File: src/rtl/lsuPkg.sv
package lsuPkg;

    // ~~~~~~~~~~~~~~~~~~~~~~~~~~~~~~~~~~~~~~~~~~~~~~~~~~~~~~~~~~~~~~~~~~~
    // memory op codes.
    // ~~~~~~~~~~~~~~~~~~~~~~~~~~~~~~~~~~~~~~~~~~~~~~~~~~~~~~~~~~~~~~~~~~~
    localparam int opWidth = 3;

    localparam logic [opWidth-1:0] opLb  = 3'd0;
    localparam logic [opWidth-1:0] opLh  = 3'd1;
    localparam logic [opWidth-1:0] opLw  = 3'd2;
    localparam logic [opWidth-1:0] opLbu = 3'd3;
    localparam logic [opWidth-1:0] opLhu = 3'd4;
    localparam logic [opWidth-1:0] opSb  = 3'd5;
    localparam logic [opWidth-1:0] opSh  = 3'd6;
    localparam logic [opWidth-1:0] opSw  = 3'd7;

    // access length, held as byte count minus one.
    localparam int lenWidth = 2;

    localparam logic [lenWidth-1:0] lenByte = 2'd0;
    localparam logic [lenWidth-1:0] lenHalf = 2'd1;
    localparam logic [lenWidth-1:0] lenWord = 2'd3;

    // request address and data words, and the reorder tag.
    localparam int wordWidth = 32;
    localparam int tagWidth  = 4;

    // request buffer and format queue sizing.
    localparam int bufDepth    = 4;
    localparam int ptrWidth    = $clog2(bufDepth);
    localparam int countWidth  = ptrWidth + 1;
    localparam int fmtDepth    = 2;
    localparam int fmtPtrWidth = $clog2(fmtDepth);

endpackage

File: src/rtl/memPkg.sv
package memPkg;

    // ~~~~~~~~~~~~~~~~~~~~~~~~~~~~~~~~~~~~~~~~~~~~~~~~~~~~~~~~~~~~~~~~~~~
    // memory side sizes.
    // ~~~~~~~~~~~~~~~~~~~~~~~~~~~~~~~~~~~~~~~~~~~~~~~~~~~~~~~~~~~~~~~~~~~
    localparam int addrWidth = lsuPkg::wordWidth;

    // only the low address bits reach the RAM, so accesses wrap.
    localparam int ramAddrWidth = 8;
    localparam int ramDepth     = 1 << ramAddrWidth;

    // extra cycles spent on every byte.
    localparam int waitWidth = 2;

    localparam int byteWidth = 8;
    localparam int halfWidth = 2 * byteWidth;
    localparam int laneCount = lsuPkg::wordWidth / byteWidth;

    // ~~~~~~~~~~~~~~~~~~~~~~~~~~~~~~~~~~~~~~~~~~~~~~~~~~~~~~~~~~~~~~~~~~~
    // memory data word.
    // lane 0 holds the byte at the lowest address.
    // ~~~~~~~~~~~~~~~~~~~~~~~~~~~~~~~~~~~~~~~~~~~~~~~~~~~~~~~~~~~~~~~~~~~
    typedef union packed {
        logic [lsuPkg::wordWidth-1:0]        word;
        logic [laneCount-1:0][byteWidth-1:0] lanes;
    } dataWord;

endpackage

File: src/rtl/dcache.sv
`timescale 1ns/1ps

module dcache (
    input  logic                         clk,
    input  logic                         rst,
    input  logic                         rdy,
    input  logic                         issue,
    input  logic                         issueStore,
    input  logic [lsuPkg::lenWidth-1:0]  issueLen,
    input  logic [memPkg::addrWidth-1:0] issueAddr,
    input  logic [lsuPkg::wordWidth-1:0] issueData,
    input  logic [lsuPkg::tagWidth-1:0]  issueTag,
    input  logic                         memDone,
    input  memPkg::dataWord              memRdata,
    output logic                         busy,
    output logic                         memEn,
    output logic                         memStore,
    output logic [lsuPkg::lenWidth-1:0]  memLen,
    output logic [memPkg::addrWidth-1:0] memAddr,
    output memPkg::dataWord              memData,
    output logic                         done,
    output memPkg::dataWord              doneData,
    output logic [lsuPkg::tagWidth-1:0]  doneTag
);

    // tag of the one request in flight.
    logic [lsuPkg::tagWidth-1:0] tag;

    // ~~~~~~~~~~~~~~~~~~~~~~~~~~~~~~~~~~~~~~~~~~~~~~~~~~~~~~~~~~~~~~~~~~~
    // occupancy and strobes.
    // ~~~~~~~~~~~~~~~~~~~~~~~~~~~~~~~~~~~~~~~~~~~~~~~~~~~~~~~~~~~~~~~~~~~
    always_ff @(posedge clk) begin
        if (rst) begin
            busy  <= 1'b0;
            memEn <= 1'b0;
            done  <= 1'b0;
        end else if (rdy) begin
            memEn <= issue;
            done  <= memDone;
            // issue only arrives while idle, so the two never overlap.
            if (issue) begin
                busy <= 1'b1;
            end else if (memDone) begin
                busy <= 1'b0;
            end
        end
    end

    // ~~~~~~~~~~~~~~~~~~~~~~~~~~~~~~~~~~~~~~~~~~~~~~~~~~~~~~~~~~~~~~~~~~~
    // request and completion fields.
    // ~~~~~~~~~~~~~~~~~~~~~~~~~~~~~~~~~~~~~~~~~~~~~~~~~~~~~~~~~~~~~~~~~~~
    always_ff @(posedge clk) begin
        if (rdy) begin
            if (issue) begin
                memStore     <= issueStore;
                memLen       <= issueLen;
                memAddr      <= issueAddr;
                memData.word <= issueData;
                tag          <= issueTag;
            end
            if (memDone) begin
                doneData <= memRdata;
                doneTag  <= tag;
            end
        end
    end

endmodule

File: src/rtl/loadFormat.sv
`timescale 1ns/1ps

module loadFormat (
    input  logic                         clk,
    input  logic                         rst,
    input  logic                         rdy,
    input  logic                         issue,
    input  logic [lsuPkg::opWidth-1:0]   issueOp,
    input  logic                         done,
    input  memPkg::dataWord              doneData,
    output logic                         respValid,
    output logic [lsuPkg::wordWidth-1:0] respData
);

    // a new op can be queued in the same cycle the previous one completes.
    logic [lsuPkg::opWidth-1:0]     opQ [lsuPkg::fmtDepth];
    logic [lsuPkg::fmtPtrWidth-1:0] wrPtr;
    logic [lsuPkg::fmtPtrWidth-1:0] rdPtr;
    logic [memPkg::byteWidth-1:0]   lowByte;
    logic [memPkg::halfWidth-1:0]   lowHalf;
    logic [lsuPkg::wordWidth-1:0]   extended;

    assign lowByte = doneData.word[memPkg::byteWidth-1:0];
    assign lowHalf = doneData.word[memPkg::halfWidth-1:0];

    always_comb begin
        case (opQ[rdPtr])
            lsuPkg::opLb:  extended = lsuPkg::wordWidth'(signed'(lowByte));
            lsuPkg::opLbu: extended = lsuPkg::wordWidth'(lowByte);
            lsuPkg::opLh:  extended = lsuPkg::wordWidth'(signed'(lowHalf));
            lsuPkg::opLhu: extended = lsuPkg::wordWidth'(lowHalf);
            lsuPkg::opLw:  extended = doneData.word;
            // stores.
            default:       extended = '0;
        endcase
    end

    always_ff @(posedge clk) begin
        if (rst) begin
            wrPtr     <= '0;
            rdPtr     <= '0;
            respValid <= 1'b0;
        end else if (rdy) begin
            respValid <= done;
            if (issue) begin
                wrPtr <= wrPtr + 1'b1;
            end
            if (done) begin
                rdPtr <= rdPtr + 1'b1;
            end
        end
    end

    always_ff @(posedge clk) begin
        if (rdy) begin
            if (issue) begin
                opQ[wrPtr] <= issueOp;
            end
            if (done) begin
                respData <= extended;
            end
        end
    end

endmodule

File: src/rtl/lsuTop.sv
`timescale 1ns/1ps

module lsuTop (
    input  logic                         clk,
    input  logic                         rst,
    input  logic                         rdy,
    input  logic [memPkg::waitWidth-1:0] memWait,
    input  logic                         reqValid,
    input  logic [lsuPkg::opWidth-1:0]   reqOp,
    input  logic [lsuPkg::wordWidth-1:0] reqAddr,
    input  logic [lsuPkg::wordWidth-1:0] reqData,
    input  logic [lsuPkg::tagWidth-1:0]  reqTag,
    output logic                         bufFull,
    output logic                         respValid,
    output logic [lsuPkg::wordWidth-1:0] respData,
    output logic [lsuPkg::tagWidth-1:0]  respTag
);

    logic                         issue;
    logic [lsuPkg::opWidth-1:0]   issueOp;
    logic                         issueStore;
    logic [lsuPkg::lenWidth-1:0]  issueLen;
    logic [lsuPkg::wordWidth-1:0] issueAddr;
    logic [lsuPkg::wordWidth-1:0] issueData;
    logic [lsuPkg::tagWidth-1:0]  issueTag;
    logic                         busy;
    logic                         memEn;
    logic                         memStore;
    logic [lsuPkg::lenWidth-1:0]  memLen;
    logic [memPkg::addrWidth-1:0] memAddr;
    memPkg::dataWord              memData;
    logic                         memDone;
    memPkg::dataWord              memRdata;
    logic                         done;
    memPkg::dataWord              doneData;
    logic [lsuPkg::tagWidth-1:0]  doneTag;

    // decode.
    reqBuffer reqBuffer_i (
        .clk, .rst, .rdy,
        .reqValid, .reqOp, .reqAddr, .reqData, .reqTag,
        .busy, .bufFull,
        .issue, .issueOp, .issueStore, .issueLen, .issueAddr, .issueData, .issueTag
    );

    // execute.
    dcache dcache_i (
        .clk, .rst, .rdy,
        .issue, .issueStore, .issueLen, .issueAddr, .issueData, .issueTag,
        .memDone, .memRdata,
        .busy, .memEn, .memStore, .memLen, .memAddr, .memData,
        .done, .doneData, .doneTag
    );

    memCtrl memCtrl_i (
        .clk, .rst, .rdy, .memWait,
        .memEn, .memStore, .memLen, .memAddr, .memData,
        .memDone, .memRdata
    );

    // result.
    loadFormat loadFormat_i (
        .clk, .rst, .rdy,
        .issue, .issueOp,
        .done, .doneData,
        .respValid, .respData
    );

    // tag lines up with respValid, one cycle after done.
    always_ff @(posedge clk) begin
        if (rdy && done) begin
            respTag <= doneTag;
        end
    end

endmodule

File: src/rtl/memCtrl.sv
`timescale 1ns/1ps

module memCtrl (
    input  logic                         clk,
    input  logic                         rst,
    input  logic                         rdy,
    input  logic [memPkg::waitWidth-1:0] memWait,
    input  logic                         memEn,
    input  logic                         memStore,
    input  logic [lsuPkg::lenWidth-1:0]  memLen,
    input  logic [memPkg::addrWidth-1:0] memAddr,
    input  memPkg::dataWord              memData,
    output logic                         memDone,
    output memPkg::dataWord              memRdata
);

    logic [memPkg::byteWidth-1:0]    ram [memPkg::ramDepth];

    logic                            active;
    logic [lsuPkg::lenWidth-1:0]     byteIdx;
    logic [memPkg::waitWidth-1:0]    waitCnt;
    logic [memPkg::waitWidth-1:0]    waitLimit;
    logic [lsuPkg::lenWidth-1:0]     lastIdx;
    logic                            store;
    logic [memPkg::ramAddrWidth-1:0] base;
    memPkg::dataWord                 wrBuf;
    logic [memPkg::ramAddrWidth-1:0] ramIdx;
    logic                            byteStep;

    // wraps at the top of the RAM.
    assign ramIdx   = base + memPkg::ramAddrWidth'(byteIdx);
    assign byteStep = active && (waitCnt == waitLimit);

    // ~~~~~~~~~~~~~~~~~~~~~~~~~~~~~~~~~~~~~~~~~~~~~~~~~~~~~~~~~~~~~~~~~~~
    // byte and wait sequencing.
    // ~~~~~~~~~~~~~~~~~~~~~~~~~~~~~~~~~~~~~~~~~~~~~~~~~~~~~~~~~~~~~~~~~~~
    always_ff @(posedge clk) begin
        if (rst) begin
            active  <= 1'b0;
            memDone <= 1'b0;
            byteIdx <= '0;
            waitCnt <= '0;
        end else if (rdy) begin
            memDone <= 1'b0;
            if (memEn) begin
                active  <= 1'b1;
                byteIdx <= '0;
                waitCnt <= '0;
            end else if (byteStep) begin
                waitCnt <= '0;
                if (byteIdx == lastIdx) begin
                    active  <= 1'b0;
                    memDone <= 1'b1;
                end else begin
                    byteIdx <= byteIdx + 1'b1;
                end
            end else if (active) begin
                waitCnt <= waitCnt + 1'b1;
            end
        end
    end

    // read word starts at zero, so stores and short loads return zeros above.
    always_ff @(posedge clk) begin
        if (rdy) begin
            if (memEn) begin
                waitLimit <= memWait;
                lastIdx   <= memLen;
                store     <= memStore;
                base      <= memAddr[memPkg::ramAddrWidth-1:0];
                wrBuf     <= memData;
                memRdata  <= '0;
            end else if (byteStep) begin
                if (store) begin
                    ram[ramIdx] <= wrBuf.lanes[byteIdx];
                end else begin
                    memRdata.lanes[byteIdx] <= ram[ramIdx];
                end
            end
        end
    end

endmodule

File: src/rtl/reqBuffer.sv
`timescale 1ns/1ps

module reqBuffer (
    input  logic                         clk,
    input  logic                         rst,
    input  logic                         rdy,
    input  logic                         reqValid,
    input  logic [lsuPkg::opWidth-1:0]   reqOp,
    input  logic [lsuPkg::wordWidth-1:0] reqAddr,
    input  logic [lsuPkg::wordWidth-1:0] reqData,
    input  logic [lsuPkg::tagWidth-1:0]  reqTag,
    input  logic                         busy,
    output logic                         bufFull,
    output logic                         issue,
    output logic [lsuPkg::opWidth-1:0]   issueOp,
    output logic                         issueStore,
    output logic [lsuPkg::lenWidth-1:0]  issueLen,
    output logic [lsuPkg::wordWidth-1:0] issueAddr,
    output logic [lsuPkg::wordWidth-1:0] issueData,
    output logic [lsuPkg::tagWidth-1:0]  issueTag
);

    logic [lsuPkg::opWidth-1:0]    opMem   [lsuPkg::bufDepth];
    logic [lsuPkg::wordWidth-1:0]  addrMem [lsuPkg::bufDepth];
    logic [lsuPkg::wordWidth-1:0]  dataMem [lsuPkg::bufDepth];
    logic [lsuPkg::tagWidth-1:0]   tagMem  [lsuPkg::bufDepth];
    logic [lsuPkg::ptrWidth-1:0]   wrPtr;
    logic [lsuPkg::ptrWidth-1:0]   rdPtr;
    logic [lsuPkg::countWidth-1:0] count;
    logic                          push;

    assign bufFull = (count == lsuPkg::bufDepth);
    assign push    = reqValid && !bufFull;
    assign issue   = (count != '0) && !busy;

    assign issueOp   = opMem[rdPtr];
    assign issueAddr = addrMem[rdPtr];
    assign issueData = dataMem[rdPtr];
    assign issueTag  = tagMem[rdPtr];

    // signedness of the head op is resolved later in loadFormat.
    always_comb begin
        case (issueOp)
            lsuPkg::opSb, lsuPkg::opSh, lsuPkg::opSw: issueStore = 1'b1;
            default:                                  issueStore = 1'b0;
        endcase
        case (issueOp)
            lsuPkg::opLb, lsuPkg::opLbu, lsuPkg::opSb: issueLen = lsuPkg::lenByte;
            lsuPkg::opLh, lsuPkg::opLhu, lsuPkg::opSh: issueLen = lsuPkg::lenHalf;
            default:                                   issueLen = lsuPkg::lenWord;
        endcase
    end

    // pointers wrap on their own since the depth is a power of two.
    always_ff @(posedge clk) begin
        if (rst) begin
            wrPtr <= '0;
            rdPtr <= '0;
            count <= '0;
        end else if (rdy) begin
            if (push) begin
                wrPtr <= wrPtr + 1'b1;
            end
            if (issue) begin
                rdPtr <= rdPtr + 1'b1;
            end
            case ({push, issue})
                2'b10:   count <= count + 1'b1;
                2'b01:   count <= count - 1'b1;
                default: count <= count;
            endcase
        end
    end

    always_ff @(posedge clk) begin
        if (rdy && push) begin
            opMem[wrPtr]   <= reqOp;
            addrMem[wrPtr] <= reqAddr;
            dataMem[wrPtr] <= reqData;
            tagMem[wrPtr]  <= reqTag;
        end
    end

endmodule

File: config.mk
export PLATFORM = sky130hd
export DESIGN_NAME = lsuTop
export DESIGN_NICKNAME = d
export VERILOG_FILES = /design/src/rtl/lsuPkg.sv /design/src/rtl/memPkg.sv /design/src/rtl/dcache.sv /design/src/rtl/loadFormat.sv /design/src/rtl/lsuTop.sv /design/src/rtl/memCtrl.sv /design/src/rtl/reqBuffer.sv
export SDC_FILE = /design/constraint.sdc
export NUM_CORES = 2
export LEC_CHECK = 0
export BUFFER_PORTS_ARGS = -buffer_cell sky130_fd_sc_hd__buf_4
export CAP_MARGIN = 20
export CELL_PAD_IN_SITES_DETAIL_PLACEMENT = 0
export CELL_PAD_IN_SITES_GLOBAL_PLACEMENT = 1
export CORE_AREA = 3 3 623 625
export DETAILED_ROUTE_END_ITERATION = 7
export DIE_AREA = 0 0 626 628
export PLACE_DENSITY = 0.43
export SLEW_MARGIN = 20
export SYNTH_ARGS = -nofsm -noshare
export SYNTH_HDL_FRONTEND = slang
export SYNTH_SLANG_ARGS = --single-unit
export TNS_END_PERCENT = 30
File: constraint.sdc
create_clock -name clk -period 4.25 [get_ports clk]
set_input_delay 0.2125 -clock clk [delete_from_list [all_inputs] [get_ports clk]]
set_output_delay 0.2125 -clock clk [all_outputs]
set_load 0.05 [all_outputs]
== Word-level counts from Yosys, hierarchy flattened ==
Memories as Yosys holds them, arrays and structs flattened. A register that Yosys moved wholly into a read port is not among the register bits.
Cells that the tools add are included.
Storage, ports and cells
  memories: 6
  flip-flop bits (word level): 171
  RAM bits: 2338
  logic and storage cells: 128
Operators by class
  reductions and logical operators: 30
  magnitude comparators: 2
  add/sub/neg operators: 9
  equality and inequality tests: 17
  multiplexer cells: 39
Memories
  memCtrl_i.ram: words 256, bits a word 8, read ports 1, clocked after Yosys merged registers in 0, wr ports 1, line memCtrl.sv:17  | logic [memPkg::byteWidth-1:0] ram [memPkg::ramDepth];
  reqBuffer_i.addrMem: words 4, bits a word 32, read ports 1, clocked after Yosys merged registers in 1, wr ports 1, line reqBuffer.sv:24  | logic [lsuPkg::wordWidth-1:0] addrMem [lsuPkg::bufDepth];
  reqBuffer_i.dataMem: words 4, bits a word 32, read ports 1, clocked after Yosys merged registers in 1, wr ports 1, line reqBuffer.sv:25  | logic [lsuPkg::wordWidth-1:0] dataMem [lsuPkg::bufDepth];
  reqBuffer_i.tagMem: words 4, bits a word 4, read ports 1, clocked after Yosys merged registers in 1, wr ports 1, line reqBuffer.sv:26  | logic [lsuPkg::tagWidth-1:0] tagMem [lsuPkg::bufDepth];
  reqBuffer_i.opMem: words 4, bits a word 3, read ports 1, clocked after Yosys merged registers in 1, wr ports 1, line reqBuffer.sv:23  | logic [lsuPkg::opWidth-1:0] opMem [lsuPkg::bufDepth];
  loadFormat_i.opQ: words 2, bits a word 3, read ports 1, clocked after Yosys merged registers in 1, wr ports 1, line loadFormat.sv:16  | logic [lsuPkg::opWidth-1:0] opQ [lsuPkg::fmtDepth];
Operators with widths (number)
  case mux 32 bit (5 select lines): 1
  two-way mux 32 bit: 2
  bitwise mux 32 bit: 1
  two-way mux 1 bit: 21
  == test 3 bit (second input constant): 6
  binary-select mux 8 bit (select 2 bit): 1
  demux 8 bit (select 2 bit): 1
  two-way mux 2 bit: 8
  two-way mux 8 bit: 2
  AND reduction 2 bit: 8
  == test 3 x 2 -> 1 bit (second input constant): 3
  AND reduction 3 bit: 3
  OR reduction 3 bit: 3
  adder 2 x 1 -> 2 bit (second input constant): 4
  adder 8 x 2 -> 8 bit: 1
  nonzero test 2 bit: 4
  == test 3 x 1 -> 1 bit (second input constant): 2
  logical AND 1 bit: 6
  logical NOT 3 bit: 2
  case mux 3 bit (2 select lines): 1
  nonzero test 3 bit: 2
  == test 2 bit: 2
  != test 2 bit (second input constant): 2
  case mux 2 bit (2 select lines): 1
  other kinds (8): 10

== Logic depth before layout (Yosys ltp) ==
  word-level depth: 7
  mapped depth: 15
  mapped depth without buffers: 10

== Modules after synthesis ==
From an unflattened synthesis, not the netlist that was laid out.
Unflattened totals
  cell total of the unflattened synthesis: 4777
  area total of the unflattened synthesis: 100099.8 um2
By module, submodules not included
  memCtrl: area each 83978.0 um2, times used 1, cells each 4080, sequential area each 63931.3 um2
  reqBuffer: area each 10740.3 um2, times used 1, cells each 428, sequential area each 8708.4 um2
  dcache: area each 3333.2 um2, times used 1, cells each 119, sequential area each 3273.1 um2
  loadFormat: area each 1921.8 um2, times used 1, cells each 145, sequential area each 1221.2 um2
  lsuTop: area each 126.4 um2, times used 1, cells each 5, sequential area each 120.1 um2

== Worst setup path after synthesis ==
No wires, ideal clock.
  path type: register -> register
  start point: register dcache_i.memEn
  end point: register memCtrl_i.memRdata[0] (netlist bit), enable pin
  slack: 721 ps
  cell stages (with the launch flop): 4
  required time: 3829 ps
  buffers on the path: 0
  clock period less this slack: 3529 ps
  data arrival time: 3108 ps
  path through: dfxtp_1 > and2_1 > nor2_1 > nor2_1
Between the ends
  longest elaborated chain between the ends: 2
RTL lines
  start, declared: line dcache.sv:16  | output logic memEn,
  start signal, assigned: line dcache.sv:38  | memEn <= issue;
  != test 2 bit (no source line) or nonzero test 2 bit (tied branches)
  AND reduction 3 bit (no source line) *
  end, declared: line memCtrl.sv:14  | output memPkg::dataWord memRdata
Every way passes the cells marked *; elsewhere a longest branch is shown, timed or not.
A chain may end at the register's enable or synchronous reset.

== Worst setup path in the final report ==
  start point: register memCtrl_i.base[0] (netlist bit)
  end point: register memCtrl_i.memRdata[19] (netlist bit), data pin
Between the ends
  longest elaborated chain between the ends: 5
RTL lines
  start, declared: line memCtrl.sv:25  | logic [memPkg::ramAddrWidth-1:0] base;
  start signal, assigned: line memCtrl.sv:70  | base <= memAddr[memPkg::ramAddrWidth-1:0];
  adder 8 x 2 -> 8 bit: line memCtrl.sv:31  | assign ramIdx = base + memPkg::ramAddrWidth'(byteIdx);
  memory read (256 x 8 bit)
  bitwise mux 32 bit: line memCtrl.sv:77  | memRdata.lanes[byteIdx] <= ram[ramIdx];
  two-way mux 32 bit: line memCtrl.sv:74  | if (store) begin
  two-way mux 32 bit: line memCtrl.sv:73  | end else if (byteStep) begin
No other way between the ends. The select of a mux whose other input is x is not followed.

==> summary.txt <==
Run status
  – Status: finished with violations
  – Failing checks: negative setup slack

Timing
  – Number of hold violations in the final report: 0
  – Slew at the pin closest to its max-slew limit: 1.022 ns
  – Skew final: 0.05063 ns
  – Relative slew slack: 31.43%
  – Unrepaired setup endpoints after global routing: true
  – WHS: 0.09850 ns
  – PnR worst setup slack: -0.07446 ns
  – Fmax: 231.2 MHz
  – Share of the cycle needed by the critical path after routing: 101.8%
  – Final setup fails: 21
  – Pins over their slew limit: 0
  – Final min period: 4.324 ns

Die
  – Starting Density: 25.00%
  – Width of the die: 626 um
  – I/O Pins: 115
  – Die area: 0.3931 mm^2
  – Placement row count: 227
  – Core Footprint: 0.3826 mm^2
  – DIE HEIGHT: 628 um

GRT
  – GRT Util Overall: 15.44%
  – Initial antenna violation count: 18
  – Grt ovf: 0
  – Largest net degree at the start of global routing: 161
  – Global-route wire length before repair: 432700 um
  – Vias in the first global route: 53750

Synth
  – #FFs+latches synth: 2460
  – Syn. warnings: 0
  – Share of the synthesized area in the top cell type: 76.54%
  – Async set-or-reset flop fraction in the synthesized netlist: 0%
  – Net count after synthesis: 5032
  – Number of distinct library cells after synthesis: 81
  – Post-synth EDFFs: 2438
  – Top post-synthesis cells by area: edfxtp_1 (77%), mux4_2 (11%), nand2_1 (2.0%), nor2_1 (1.4%), mux2i_1 (1.3%)
  – Synth Instances: 4942
  – Prevailing post-synth register cell: edfxtp_1
  – Syn_area_per_cell: 19.35 um^2
  – Sequential element share of the synthesized area: 77.00%
  – Leading area contributor after synthesis: edfxtp_1
  – Post-synth design cell area: 0.09565 mm^2

Pwr
  – Worst vdd ir: 0.0002736 V
  – Pleak: 39.81 nW
  – Power density cells: 515.1 mW/mm^2

Placed design
  – Dpl ws: -1.088 ns
  – Post-place instance area: 0.1089 mm^2
  – Post-detail-place hpwl: 198200 um
  – Routability cong.: 0.8065
  – Placed Cells: 10600
  – I/O Buffers: 90

Finish
  – Layout cells sized above 1: 32.51%
  – Final cell count without fillers: 11280
  – Syn-to-layout area delta: 26.23%
  – Most frequent cells in the layout: edfxtp_1 (2438), buf_4 (821), nand2_1 (493), mux4_2 (452), nor2_1 (346)
  – Layout Nets: 6098
  – Most common cell after layout, fill and taps aside: edfxtp_1
  – Post-route cell area: 0.1207 mm^2
  – Fillcell total: 36930

Drt
  – Final wirelength: 309100 um
  – Post-DRT Antenna Nets: 0
  – Iteration-0 DRC Markers: 4477
  – WL/cell: 27.40 um
  – DRC errors left: 0
  – Via count: 51450
  – First-pass DRT Iterations: 6
  – Via/cell ratio: 4.561

Setup path
  – Worst EP required: 4.85 ns
  – Crit-path max FO: 9
  – CP Capture Type: flip-flop
  – CP Class: reg2reg
  – Worst Reg-to-Reg Cells: 16
  – Arrival @ worst endpoint: 4.92 ns
  – Crit start category: flip-flop

Clock network
  – CTS buffer count: 291
  – Clock Latency Late Sink: 0.90 ns
  – CTS Sinks: 2460
  – CTS tree: built
  – CTS clk-pin slew, worst paths: 0.05 ns
  – Clk buf depth: 4
  – Htree depth: 5
  – CTS Root Cell: clkbuf_16

Min path
  – Worst hold stages: 2
  – Tightest Hold Check Type: in2reg

Run
  – # Max-Cap Violations: 0
-- cell families (layout without fill, tap and decap cells) --
family / Yosys count / after routing / share of synthesized area, %
other: 0 / 9 / 0
DFF: 2460 / 2460 / 77.00
buffers and inverters: 320 / 1610 / 1.893
adders and majority gates: 13 / 13 / 0.1857
muxes: 620 / 620 / 12.89
AOI/OAI and AO/OA: 380 / 380 / 2.837
and+or+nand+nor: 1130 / 1130 / 5.015
xor gates and xnor gates: 19 / 19 / 0.1818
-- layout make-up --
| cell class | count | area [um^2] | share of cell area, % |
|---|---|---|---|
| Antenna cell | 9 | 22.52 | 0.01865 |
| Clock buffer | 356 | 7717 | 6.392 |
| Clock inverter | 161 | 1445 | 1.197 |
| Inverter | 16 | 67.56 | 0.05596 |
| Multi-Input combinational cell | 2162 | 21150 | 17.51 |
| Sequential cell | 2460 | 73660 | 61.01 |
| Tap cell | 5038 | 6304 | 5.221 |
| Timing Repair Buffer | 1077 | 10380 | 8.594 |
-- state kept, by name, summed over array words and instances (netlist names), 12 cells and up, named ones only --
signal / cells
memCtrl_i.wrBuf: 32
memCtrl_i.ram: 2048
reqBuffer_i.opMem: 12
reqBuffer_i.tagMem: 16
dcache_i.doneData: 32
reqBuffer_i.dataMem: 128
dcache_i.memData: 32
loadFormat_i.respData: 32
memCtrl_i.memRdata: 32
reqBuffer_i.addrMem: 32
-- final timing paths --
check                            from                         to  slack [ns]
setup / recovery    memCtrl_i.base[0]     memCtrl_i.memRdata[19]       -0.07
hold / removal             reqData[0]  reqBuffer_i.dataMem[0][0]         0.1
setup reg to reg    memCtrl_i.base[0]     memCtrl_i.memRdata[19]       -0.07
hold reg to reg   dcache_i.memData[6]         memCtrl_i.wrBuf[6]        0.41
-- metal layers --
metal,up-vias,global-route usage [%],part of all wire (%)
met5,-,0,0.0042
met4,2,3.916,2.4
met3,387,1.984,4.3
met2,1211,25.11,48
met1,27730,21.77,45
li1,22120,-,-
-- cells in the mapped netlist (4+ instances only) --
cell type,n
edfxtp_1,2438
nand2_1,514
mux4_2,457
nor2_1,358
mux2i_1,129
buf_2,124
nand3_1,102
clkbuf_1,84
a21oi_1,80
a211oi_1,51
and3_1,44
a31oi_1,39
buf_4,33
a311oi_1,31
buf_6,30
a21o_1,26
buf_1,25
mux4_1,24
dfxtp_1,22
a32oi_1,21
nor3_1,20
o21ai_0,19
and2_1,18
a221oi_1,17
inv_1,15
o22ai_1,15
nand4_1,14
nor4_1,12
a22oi_1,11
ha_1,11
nand2b_1,11
o211ai_1,11
mux2_2,10
nor2b_1,10
xor2_1,10
xnor2_1,8
a2111oi_0,7
a211o_1,7
a21boi_0,5
a22o_1,5
a311o_1,5
buf_8,5
a41oi_1,4
or4_1,4
-- critical path: stages, from the launching register on --
cell       delay [ns]
edfxtp_1         0.41
ha_4             0.19
fa_4             0.82
buf_12           0.19
buf_12           0.17
buf_16           0.12
buf_12           0.13
mux4_2           0.32
nand2_1          0.10
nand3_1          0.13
o21ai_4          0.16
a2bb2oi_2        0.21
nand4_1          0.33
buf_6            0.26
nor4_4           0.21
buf_6            0.16
a211oi_1         0.07
-- power by group --
part	leakage [nW]	total [mW]	switching, mW	internal (mW)
Combinational	13.2	9.70	5.64	4.06
Clock	4.47	24.3	10.1	14.3
Sequential	22.1	28.2	0.272	27.9
-- what timing repair did --
| action | in CTS | in global routing |
|---|---|---|
| pin swaps | 38 | 32 |
| setup buffers | 44 | 22 |
| hold buffers | 80 | 0 |
| cloned | 9 | 1 |
| endpoints found under the setup margin | 32 | 40 |
| gates resized for setup | 176 | 64 |
| hold endpoints to repair | 226 | 0 |
-- stage by stage --
| step | setup TNS, ns | utilization, % | power (mW) |
|---|---|---|---|
| after floorplan | 0 | - | 33.63 |
| after global placement | -30.04 | 28.44 | 37.85 |
| after detailed placement | -22.66 | 28.46 | 37.90 |
| after CTS | -2.524 | 31.43 | 63.06 |
| after global routing | -3.169 | 31.56 | 64.55 |
| final | -0.8662 | 31.56 | 62.19 |
Power figures use the tool's default switching activity.
